<file path="config.mk">
export PLATFORM = sky130hd
export DESIGN_NAME = mipsCore
export DESIGN_NICKNAME = d
export VERILOG_FILES = /design/src/mipsPkg.sv /design/src/execUnit.sv /design/src/fetchUnit.sv /design/src/memAccess.sv /design/src/mipsCore.sv /design/src/pipeCtrl.sv /design/src/regFile.sv /design/src/stageReg.sv
export SDC_FILE = /design/constraint.sdc
export NUM_CORES = 2
export LEC_CHECK = 0
export BUFFER_PORTS_ARGS = -buffer_cell sky130_fd_sc_hd__buf_2
export CAP_MARGIN = 40
export CELL_PAD_IN_SITES_DETAIL_PLACEMENT = 0
export CELL_PAD_IN_SITES_GLOBAL_PLACEMENT = 1
export CORE_AREA = 2 2 446 448
export CTS_CLUSTER_DIAMETER = 50
export DETAILED_ROUTE_END_ITERATION = 7
export DIE_AREA = 0 0 448 450
export PLACE_DENSITY_LB_ADDON = 0.15
export SETUP_SLACK_MARGIN = 0.02
export SYNTH_ARGS = -nofsm -noshare
export SYNTH_HDL_FRONTEND = slang
export SYNTH_HIERARCHICAL = 1
export SYNTH_SLANG_ARGS = --single-unit
</file>
<file path="constraint.sdc">
create_clock -name clk -period 5.4 [get_ports clk]
set_clock_uncertainty 0.15 [all_clocks]
set_input_delay 1.62 -clock clk [delete_from_list [all_inputs] [get_ports clk]]
set_output_delay 1.62 -clock clk [all_outputs]
set_load 0.01 [all_outputs]
</file>
<file path="src/mipsPkg.sv">
package mipsPkg;

    localparam int XLEN = 32;
    localparam int REG_AW = 5;
    localparam logic [XLEN-1:0] RESET_PC = 32'hBFC00000;

    // primary opcodes
    localparam logic [5:0] OP_SPECIAL = 6'h00;
    localparam logic [5:0] OP_J       = 6'h02;
    localparam logic [5:0] OP_JAL     = 6'h03;
    localparam logic [5:0] OP_BEQ     = 6'h04;
    localparam logic [5:0] OP_BNE     = 6'h05;
    localparam logic [5:0] OP_ADDIU   = 6'h09;
    localparam logic [5:0] OP_ORI     = 6'h0d;
    localparam logic [5:0] OP_LUI     = 6'h0f;
    localparam logic [5:0] OP_LW      = 6'h23;
    localparam logic [5:0] OP_SW      = 6'h2b;

    // SPECIAL function field
    localparam logic [5:0] FN_ADDU = 6'h21;
    localparam logic [5:0] FN_SUBU = 6'h23;
    localparam logic [5:0] FN_AND  = 6'h24;
    localparam logic [5:0] FN_OR   = 6'h25;
    localparam logic [5:0] FN_SLT  = 6'h2a;

    // write register choice
    localparam logic [1:0] DST_RD = 2'd0;
    localparam logic [1:0] DST_RT = 2'd1;
    localparam logic [1:0] DST_RA = 2'd2;

    typedef logic [XLEN-1:0] word_t;
    typedef logic [REG_AW-1:0] regAddr_t;

    typedef enum logic [2:0] {ADD, SUB, AND, OR, SLT, LUI} aluOp_t;
    typedef enum logic [1:0] {REGFILE, FROM_MEM, FROM_WB} fwdSel_t;

    typedef struct packed {
        logic       regWrite;
        logic       memRead;
        logic       memWrite;
        logic       aluSrcImm;
        logic       signExt;
        logic       isBranch;
        logic       branchNe;
        logic       isLink;
        aluOp_t     aluOp;
        logic [1:0] regDst;
    } ctrl_t;

    typedef struct packed {
        word_t pc;
        word_t pcPlus4;
        word_t instr;
    } ifId_t;

    typedef struct packed {
        word_t    pc;
        word_t    pcPlus4;
        word_t    rsVal;
        word_t    rtVal;
        word_t    imm;
        regAddr_t rs;
        regAddr_t rt;
        regAddr_t rd;
        ctrl_t    ctrl;
    } idEx_t;

    typedef struct packed {
        word_t    pc;
        word_t    aluOut;
        word_t    storeData;
        regAddr_t wReg;
        ctrl_t    ctrl;
    } exMem_t;

    typedef struct packed {
        word_t    result;
        regAddr_t wReg;
        logic     regWrite;
    } memWb_t;

endpackage

</file>
<file path="src/execUnit.sv">
module execUnit (
    input  mipsPkg::idEx_t   ex_i,
    input  mipsPkg::fwdSel_t fwdA_i,
    input  mipsPkg::fwdSel_t fwdB_i,
    input  mipsPkg::word_t   memFwd_i,
    input  mipsPkg::word_t   wbFwd_i,
    output mipsPkg::exMem_t  exMem_o,
    output logic             branchTaken_o,
    output mipsPkg::word_t   branchTarget_o
);

    mipsPkg::word_t    srcA;
    mipsPkg::word_t    rtFwd;
    mipsPkg::word_t    srcB;
    mipsPkg::word_t    aluRes;
    mipsPkg::regAddr_t wReg;

    function automatic mipsPkg::word_t pick(input mipsPkg::fwdSel_t sel,
                                            input mipsPkg::word_t regVal,
                                            input mipsPkg::word_t memVal,
                                            input mipsPkg::word_t wbVal);
        case (sel)
            mipsPkg::FROM_MEM: return memVal;
            mipsPkg::FROM_WB:  return wbVal;
            default:           return regVal;
        endcase
    endfunction

    assign srcA = pick(fwdA_i, ex_i.rsVal, memFwd_i, wbFwd_i);
    assign rtFwd = pick(fwdB_i, ex_i.rtVal, memFwd_i, wbFwd_i);
    assign srcB = ex_i.ctrl.aluSrcImm ? ex_i.imm : rtFwd;

    always_comb begin
        case (ex_i.ctrl.aluOp)
            mipsPkg::SUB: aluRes = srcA - srcB;
            mipsPkg::AND: aluRes = srcA & srcB;
            mipsPkg::OR:  aluRes = srcA | srcB;
            mipsPkg::SLT: aluRes = {31'b0, $signed(srcA) < $signed(srcB)};
            mipsPkg::LUI: aluRes = {srcB[15:0], 16'b0};
            default:      aluRes = srcA + srcB;
        endcase
    end

    always_comb begin
        case (ex_i.ctrl.regDst)
            mipsPkg::DST_RT: wReg = ex_i.rt;
            mipsPkg::DST_RA: wReg = 5'd31;
            default:         wReg = ex_i.rd;
        endcase
    end

    // beq/bne compare the forwarded register values
    assign branchTaken_o = ex_i.ctrl.isBranch & ((srcA == rtFwd) ^ ex_i.ctrl.branchNe);
    assign branchTarget_o = ex_i.pcPlus4 + {ex_i.imm[29:0], 2'b00};

    assign exMem_o = '{
        pc:        ex_i.pc,
        aluOut:    ex_i.ctrl.isLink ? ex_i.pcPlus4 + 32'd4 : aluRes,  // link skips delay slot
        storeData: rtFwd,
        wReg:      wReg,
        ctrl:      ex_i.ctrl
    };

endmodule

</file>
<file path="src/fetchUnit.sv">
module fetchUnit (
    input  logic           clk,
    input  logic           rst_i,
    input  logic           stall_i,
    input  logic           branchTaken_i,
    input  mipsPkg::word_t branchTarget_i,
    input  mipsPkg::word_t instrD_i,
    input  mipsPkg::word_t pcPlus4D_i,
    output mipsPkg::word_t pc_o,
    output mipsPkg::word_t pcPlus4_o,
    output logic           instEn_o
);

    logic           jumpD;
    mipsPkg::word_t pcNext;

    // j and jal redirect straight out of decode
    assign jumpD = (instrD_i[31:26] == mipsPkg::OP_J) || (instrD_i[31:26] == mipsPkg::OP_JAL);
    assign pcPlus4_o = pc_o + 32'd4;

    always_comb begin
        if (branchTaken_i) begin
            pcNext = branchTarget_i;
        end else if (jumpD) begin
            pcNext = {pcPlus4D_i[31:28], instrD_i[25:0], 2'b00};  // region of the delay slot
        end else begin
            pcNext = pcPlus4_o;
        end
    end

    always_ff @(posedge clk) begin
        if (rst_i) begin
            pc_o <= mipsPkg::RESET_PC;
        end else if (!stall_i) begin
            pc_o <= pcNext;
        end
    end

    assign instEn_o = ~rst_i;

endmodule

</file>
<file path="src/memAccess.sv">
module memAccess (
    input  mipsPkg::exMem_t m_i,
    input  mipsPkg::word_t  memRdata_i,
    output logic            memEn_o,
    output mipsPkg::word_t  memAddr_o,
    output logic [3:0]      memWen_o,
    output mipsPkg::word_t  memWdata_o,
    output mipsPkg::word_t  result_o,
    output mipsPkg::word_t  memFwd_o,
    output mipsPkg::memWb_t wb_o
);

    assign memEn_o = m_i.ctrl.memRead | m_i.ctrl.memWrite;
    assign memAddr_o = m_i.aluOut;
    assign memWen_o = {4{m_i.ctrl.memWrite}};  // word stores only
    assign memWdata_o = m_i.storeData;

    assign result_o = m_i.ctrl.memRead ? memRdata_i : m_i.aluOut;
    // load data never takes the memory-stage bypass
    assign memFwd_o = m_i.aluOut;

    // writes to $0 are dropped here
    assign wb_o = '{
        result:   result_o,
        wReg:     m_i.wReg,
        regWrite: m_i.ctrl.regWrite && (m_i.wReg != '0)
    };

endmodule

</file>
<file path="src/mipsCore.sv">
module mipsCore (
    input  logic              clk,
    input  logic              rst_i,
    input  mipsPkg::word_t    instr_i,
    input  logic              iStall_i,
    input  mipsPkg::word_t    memRdata_i,
    input  logic              dStall_i,
    output mipsPkg::word_t    pc_o,
    output logic              instEn_o,
    output logic              memEn_o,
    output mipsPkg::word_t    memAddr_o,
    output logic [3:0]        memWen_o,
    output mipsPkg::word_t    memWdata_o,
    output mipsPkg::word_t    dbgPc_o,
    output logic [3:0]        dbgRfWen_o,
    output mipsPkg::regAddr_t dbgRfWnum_o,
    output mipsPkg::word_t    dbgRfWdata_o
);

    logic stallF, stallD, stallE, stallM;
    logic flushD, flushE;
    logic branchTaken;
    mipsPkg::fwdSel_t fwdA, fwdB;
    mipsPkg::word_t pcPlus4F, branchTarget, immD, rsValD, rtValD, resultM, memFwdM;
    mipsPkg::ctrl_t ctrlD;
    mipsPkg::ifId_t ifIdD, ifIdQ;
    mipsPkg::idEx_t idExD, idExQ;
    mipsPkg::exMem_t exMemD, exMemQ;
    mipsPkg::memWb_t wbM, memWbQ;

    fetchUnit fetch (
        .clk(clk), .rst_i(rst_i), .stall_i(stallF),
        .branchTaken_i(branchTaken), .branchTarget_i(branchTarget),
        .instrD_i(ifIdQ.instr), .pcPlus4D_i(ifIdQ.pcPlus4),
        .pc_o(pc_o), .pcPlus4_o(pcPlus4F), .instEn_o(instEn_o)
    );

    assign ifIdD = '{pc: pc_o, pcPlus4: pcPlus4F, instr: instr_i};

    stageReg #(.payload_t(mipsPkg::ifId_t)) ifIdReg (
        .clk(clk), .rst_i(rst_i), .stall_i(stallD), .flush_i(flushD), .d_i(ifIdD), .q_o(ifIdQ)
    );

    pipeCtrl ctrl (
        .instrD_i(ifIdQ.instr), .exStage_i(idExQ), .memStage_i(exMemQ), .wbStage_i(memWbQ),
        .branchTaken_i(branchTaken), .iStall_i(iStall_i), .dStall_i(dStall_i),
        .ctrlD_o(ctrlD), .immD_o(immD),
        .stallF_o(stallF), .stallD_o(stallD), .stallE_o(stallE), .stallM_o(stallM),
        .flushD_o(flushD), .flushE_o(flushE), .fwdA_o(fwdA), .fwdB_o(fwdB)
    );

    // written from the memory stage at commit
    regFile rf (
        .clk(clk), .we_i(wbM.regWrite),
        .ra1_i(ifIdQ.instr[25:21]), .ra2_i(ifIdQ.instr[20:16]),
        .wa_i(wbM.wReg), .wd_i(resultM), .rd1_o(rsValD), .rd2_o(rtValD)
    );

    assign idExD = '{
        pc: ifIdQ.pc, pcPlus4: ifIdQ.pcPlus4, rsVal: rsValD, rtVal: rtValD, imm: immD,
        rs: ifIdQ.instr[25:21], rt: ifIdQ.instr[20:16], rd: ifIdQ.instr[15:11], ctrl: ctrlD
    };

    stageReg #(.payload_t(mipsPkg::idEx_t)) idExReg (
        .clk(clk), .rst_i(rst_i), .stall_i(stallE), .flush_i(flushE), .d_i(idExD), .q_o(idExQ)
    );

    execUnit exec (
        .ex_i(idExQ), .fwdA_i(fwdA), .fwdB_i(fwdB), .memFwd_i(memFwdM),
        .wbFwd_i(memWbQ.result), .exMem_o(exMemD),
        .branchTaken_o(branchTaken), .branchTarget_o(branchTarget)
    );

    stageReg #(.payload_t(mipsPkg::exMem_t)) exMemReg (
        .clk(clk), .rst_i(rst_i), .stall_i(stallM), .flush_i(1'b0), .d_i(exMemD), .q_o(exMemQ)
    );

    memAccess mem (
        .m_i(exMemQ), .memRdata_i(memRdata_i),
        .memEn_o(memEn_o), .memAddr_o(memAddr_o), .memWen_o(memWen_o), .memWdata_o(memWdata_o),
        .result_o(resultM), .memFwd_o(memFwdM), .wb_o(wbM)
    );

    stageReg #(.payload_t(mipsPkg::memWb_t)) memWbReg (
        .clk(clk), .rst_i(rst_i), .stall_i(stallM), .flush_i(1'b0), .d_i(wbM), .q_o(memWbQ)
    );

    // held while stalled, the commit takes effect on an unstalled edge
    assign dbgPc_o = exMemQ.pc;
    assign dbgRfWen_o = {4{wbM.regWrite}};
    assign dbgRfWnum_o = wbM.wReg;
    assign dbgRfWdata_o = resultM;

endmodule

</file>
<file path="src/pipeCtrl.sv">
module pipeCtrl (
    input  mipsPkg::word_t   instrD_i,
    input  mipsPkg::idEx_t   exStage_i,
    input  mipsPkg::exMem_t  memStage_i,
    input  mipsPkg::memWb_t  wbStage_i,
    input  logic             branchTaken_i,
    input  logic             iStall_i,
    input  logic             dStall_i,
    output mipsPkg::ctrl_t   ctrlD_o,
    output mipsPkg::word_t   immD_o,
    output logic             stallF_o,
    output logic             stallD_o,
    output logic             stallE_o,
    output logic             stallM_o,
    output logic             flushD_o,
    output logic             flushE_o,
    output mipsPkg::fwdSel_t fwdA_o,
    output mipsPkg::fwdSel_t fwdB_o
);

    logic [5:0]        op;
    logic [5:0]        funct;
    mipsPkg::regAddr_t rsD;
    mipsPkg::regAddr_t rtD;
    logic              usesRs;
    logic              usesRt;
    logic              loadUse;
    logic              stallAll;

    function automatic mipsPkg::fwdSel_t fwdFor(input mipsPkg::regAddr_t src,
                                                input mipsPkg::exMem_t m,
                                                input mipsPkg::memWb_t w);
        if (m.ctrl.regWrite && m.wReg != '0 && m.wReg == src) begin
            return mipsPkg::FROM_MEM;  // youngest producer wins
        end else if (w.regWrite && w.wReg == src) begin
            return mipsPkg::FROM_WB;
        end
        return mipsPkg::REGFILE;
    endfunction

    assign op = instrD_i[31:26];
    assign funct = instrD_i[5:0];
    assign rsD = instrD_i[25:21];
    assign rtD = instrD_i[20:16];

    always_comb begin
        ctrlD_o = '0;
        case (op)
            mipsPkg::OP_SPECIAL: begin
                ctrlD_o.regWrite = 1'b1;
                ctrlD_o.regDst = mipsPkg::DST_RD;
                case (funct)
                    mipsPkg::FN_ADDU: ctrlD_o.aluOp = mipsPkg::ADD;
                    mipsPkg::FN_SUBU: ctrlD_o.aluOp = mipsPkg::SUB;
                    mipsPkg::FN_AND:  ctrlD_o.aluOp = mipsPkg::AND;
                    mipsPkg::FN_OR:   ctrlD_o.aluOp = mipsPkg::OR;
                    mipsPkg::FN_SLT:  ctrlD_o.aluOp = mipsPkg::SLT;
                    default:          ctrlD_o.regWrite = 1'b0;  // nop
                endcase
            end
            mipsPkg::OP_ADDIU, mipsPkg::OP_LW: begin
                ctrlD_o.regWrite = 1'b1;
                ctrlD_o.memRead = (op == mipsPkg::OP_LW);
                ctrlD_o.aluSrcImm = 1'b1;
                ctrlD_o.signExt = 1'b1;
                ctrlD_o.aluOp = mipsPkg::ADD;
                ctrlD_o.regDst = mipsPkg::DST_RT;
            end
            mipsPkg::OP_ORI, mipsPkg::OP_LUI: begin
                ctrlD_o.regWrite = 1'b1;
                ctrlD_o.aluSrcImm = 1'b1;
                ctrlD_o.aluOp = (op == mipsPkg::OP_ORI) ? mipsPkg::OR : mipsPkg::LUI;
                ctrlD_o.regDst = mipsPkg::DST_RT;
            end
            mipsPkg::OP_SW: begin
                ctrlD_o.memWrite = 1'b1;
                ctrlD_o.aluSrcImm = 1'b1;
                ctrlD_o.signExt = 1'b1;
                ctrlD_o.aluOp = mipsPkg::ADD;
            end
            mipsPkg::OP_BEQ, mipsPkg::OP_BNE: begin
                ctrlD_o.isBranch = 1'b1;
                ctrlD_o.branchNe = (op == mipsPkg::OP_BNE);
                ctrlD_o.signExt = 1'b1;  // offset is signed
            end
            mipsPkg::OP_JAL: begin
                ctrlD_o.regWrite = 1'b1;
                ctrlD_o.isLink = 1'b1;
                ctrlD_o.regDst = mipsPkg::DST_RA;
            end
            default: ctrlD_o = '0;  // j and unknown opcodes
        endcase
    end

    assign immD_o = ctrlD_o.signExt ? {{16{instrD_i[15]}}, instrD_i[15:0]}
                                    : {16'b0, instrD_i[15:0]};

    // only real source operands can cause a load-use stall
    assign usesRs = !(op == mipsPkg::OP_J || op == mipsPkg::OP_JAL || op == mipsPkg::OP_LUI);
    assign usesRt = (op == mipsPkg::OP_SPECIAL) || (op == mipsPkg::OP_BEQ) ||
                    (op == mipsPkg::OP_BNE) || (op == mipsPkg::OP_SW);

    assign loadUse = (exStage_i.ctrl.memRead && exStage_i.rt != '0 &&
                      ((usesRs && exStage_i.rt == rsD) || (usesRt && exStage_i.rt == rtD))) ||
                     (memStage_i.ctrl.memRead && memStage_i.wReg != '0 &&
                      ((usesRs && memStage_i.wReg == rsD) || (usesRt && memStage_i.wReg == rtD)));

    assign fwdA_o = fwdFor(exStage_i.rs, memStage_i, wbStage_i);
    assign fwdB_o = fwdFor(exStage_i.rt, memStage_i, wbStage_i);

    assign stallAll = iStall_i | dStall_i;
    // a taken branch still moves the PC while decode waits on a load
    assign stallF_o = stallAll | (loadUse & ~branchTaken_i);
    assign stallD_o = stallAll | loadUse;
    assign stallE_o = stallAll;
    assign stallM_o = stallAll;
    assign flushD_o = branchTaken_i & ~stallD_o;  // held delay slot is kept
    assign flushE_o = loadUse & ~stallAll;

endmodule

</file>
<file path="src/regFile.sv">
module regFile (
    input  logic              clk,
    input  logic              we_i,
    input  mipsPkg::regAddr_t ra1_i,
    input  mipsPkg::regAddr_t ra2_i,
    input  mipsPkg::regAddr_t wa_i,
    input  mipsPkg::word_t    wd_i,
    output mipsPkg::word_t    rd1_o,
    output mipsPkg::word_t    rd2_o
);

    mipsPkg::word_t regs [2**mipsPkg::REG_AW];

    always_ff @(posedge clk) begin
        if (we_i && wa_i != '0) begin
            regs[wa_i] <= wd_i;
        end
    end

    // $0 reads zero, a same-cycle write is passed through
    assign rd1_o = (ra1_i == '0) ? '0 : (we_i && wa_i == ra1_i) ? wd_i : regs[ra1_i];
    assign rd2_o = (ra2_i == '0) ? '0 : (we_i && wa_i == ra2_i) ? wd_i : regs[ra2_i];

endmodule

</file>
<file path="src/stageReg.sv">
module stageReg #(
    parameter type payload_t = mipsPkg::word_t
) (
    input  logic     clk,
    input  logic     rst_i,
    input  logic     stall_i,
    input  logic     flush_i,
    input  payload_t d_i,
    output payload_t q_o
);

    always_ff @(posedge clk) begin
        if (rst_i || flush_i) begin
            q_o <= '0;  // bubble
        end else if (!stall_i) begin
            q_o <= d_i;
        end
    end

endmodule

</file>
==> impl_metrics.ini <==
[outcome]
outcome = complete, but fails checks
failed_checks = setup timing

[die]
floorplan.rows = 163
ios = 243
dieArea_um2 = 201600
die_width_um = 448
floorplan.initialDensity_pct = 39.69
fp.dieH_um = 450
coreArea_um2 = 196600

[global_route]
grt_pass1_wl_um = 420200
grt_pass1_vias = 54426
grt_overflow_total = 0
antenna_found_initial = 23
gr-usage-all-layers_pct = 29.36
largest_net_degree_at_the_start_of_global_routing = 104

[timing]
fin_crit_ns = 5.443
final-hold-violation-count = 0
finalSetupViolCount = 1
slew_headroom_pct = 31.89
worst_slew_pin_slew_ns = 1.022
timing.final.ws_setup_ns = -0.04319
rsz0062_at_grt = true
setup_total_negative_slack_ns = -0.04319
holdWs_ns = 0.3369
period_share_pct = 100.8
achievable-frequency_mhz = 183.7
timing_max_transition_violations_final = 0

[worst_setup_path]
capturing_element_type_of_the_critical_path = flip-flop
worstSetupStartpointType = flip-flop
critical_path.max_fanout = 13
worst-endpoint-arrival_ns = 5.94
crit_path_start = exMemReg/q_o[15]$_SDFFE_PP0N_
required_ns = 5.89
max_stage_delay_ns = 0.53
critical-path-top-cell-by-count = sky130_fd_sc_hd__buf_4
critical_path.slowest_cell = sky130_fd_sc_hd__or4_4
crit_type = reg2reg
critical_path.reg2reg.startpoint = exMemReg/q_o[15]$_SDFFE_PP0N_

[synth]
synth_cells = 6071
ys.warnings.count = 6
syn_area_um2 = 78040
synth.avg_cell_area_um2 = 12.85

[detailed_routing]
detailedRoute.firstIterationViolations = 6465
drc = 0
detail_route.wirelength_um = 302100
first_pass_iters = 6
detail_route.wl_per_cell_um = 32.24
routed-via-count = 56126
routed_via_density = 5.989
drtAntennaViolNets = 0

[final_layout]
fraction_of_final_layout_cells_sized_beyond_drive_strength_1_pct = 29.62
final_nets = 6772
final_design_area_no_fill_um2 = 92170
layout-area-overhead-vs-synth_pct = 18.11
n_fill_cell = 17611
final_core_util_pct = 46.88
stdcell_count = 9371
sequential_cell_area_um2 = 39930
area_of_combinational_cells_with_multiple_inputs_um2 = 34750

[clocking]
cts_max_path_buffers = 3
cts_max_level = 4
numCtsBuffers = 189
cts_tree = done
clock_tree.root_cell = sky130_fd_sc_hd__clkbuf_16
clk_pin_slew_worst_paths_ns = 0.06
numClockSinks = 1481
postCtsHoldBufs = 0
clkLatencyLatePin_ns = 0.86

[power_and_ir_drop]
power_leakage_nw = 35.89
worst_ir_drop_vdd_mv = 0.3560
power_density_nw_per_um2 = 302.2

[worst_hold_path]
worst_hold_startpoint = exMemReg/q_o[95]$_SDFFE_PP0N_
timing.hold.worst.class = reg2reg

[run]
cap_viol_max_count = 0

[placed_design]
post_dp_cell_area_um2 = 84520
place_congestion = 0.9313
total_half_perimeter_wirelength_after_legalization_and_detailed_placement_um = 209200
placed_cells_incl_taps = 8981
numPortBuffers = 242
## where the power goes
| part | internal [mW] | total (mW) | leakage (nW) | switching, mW |
|---|---|---|---|---|
| clock | 7.46 | 12.7 | 3.07 | 5.27 |
| combinational | 1.23 | 2.87 | 18.2 | 1.64 |
| sequential | 12.1 | 12.3 | 14.6 | 0.162 |
## per-stage QoR
stage	worst slack (ns)	total power [mW]
2_1_floorplan	0.06472	14.03
3_3_place_gp	-0.6005	15.12
3_5_place_dp	-0.6421	15.16
4_1_cts	0.01042	27.94
5_1_grt	-0.2530	28.69
6_report	-0.04319	27.85
## cell type report
class / count / share of cell area [%]
antenna: 3 / 0.008145
clock buffer: 248 / 5.581
clock inverter: 103 / 1.287
inverter: 166 / 0.6842
multi-input combinational: 3810 / 37.70
sequential: 1481 / 43.33
tap: 2640 / 3.584
timing repair buffer: 920 / 7.825
## path summary, 6_finish.rpt
path	to	slack, ns	cells after the start
hold reg to reg	exMemReg/q_o[95]$_SDFFE_PP0N_	0.34	2
setup reg to reg	exMemReg/q_o[74]$_SDFFE_PP0N_	-0.04	29
hold / removal	exMemReg/q_o[95]$_SDFFE_PP0N_	0.34	2
setup / recovery	exMemReg/q_o[74]$_SDFFE_PP0N_	-0.04	29
## placed cells by master (no fill, tap or decap), drive strengths merged, types with 60 or more instances in the layout
master	instances
inv	187
xnor2	113
nor2	646
mux2	72
a21oi	232
nand2	224
a22oi	154
buf	919
ha	133
clkinv	60
dfxtp	457
o21ai	164
edfxtp	1024
mux4	417
mux2i	655
clkbuf	248
## repair_timing
item,4_1_cts,5_1_grt
buffers inserted,13,20
setup endpoints to repair,153,150
endpoints found under the hold margin,0,0
pin swaps,33,53
cloned,1,0
gates resized for setup,108,133
## registers in the layout (all words and copies together), names as in the netlist
register      count
fetch/pc_o       32
ifIdReg/q_o      96
rf/regs        1024
idExReg/q_o     187
exMemReg/q_o    104
memWbReg/q_o     38
## layer usage
layer  wire, µm  track usage [%]
met5        143                0
met1     120400            38.05
met4      13720            11.97
met2     144400            48.03
met3      23480            5.814
## worst max-delay path: cells and delay by family, from the launching register on
kind | cells | cell delay (ns)
flops | 1 | 0.31
simple gates | 7 | 1.26
fa+ha+maj | 2 | 0.53
mux | 1 | 0.16
compound gates | 10 | 1.62
buf+inv | 9 | 1.17
Note: power is estimated with default switching activity, not from simulation.
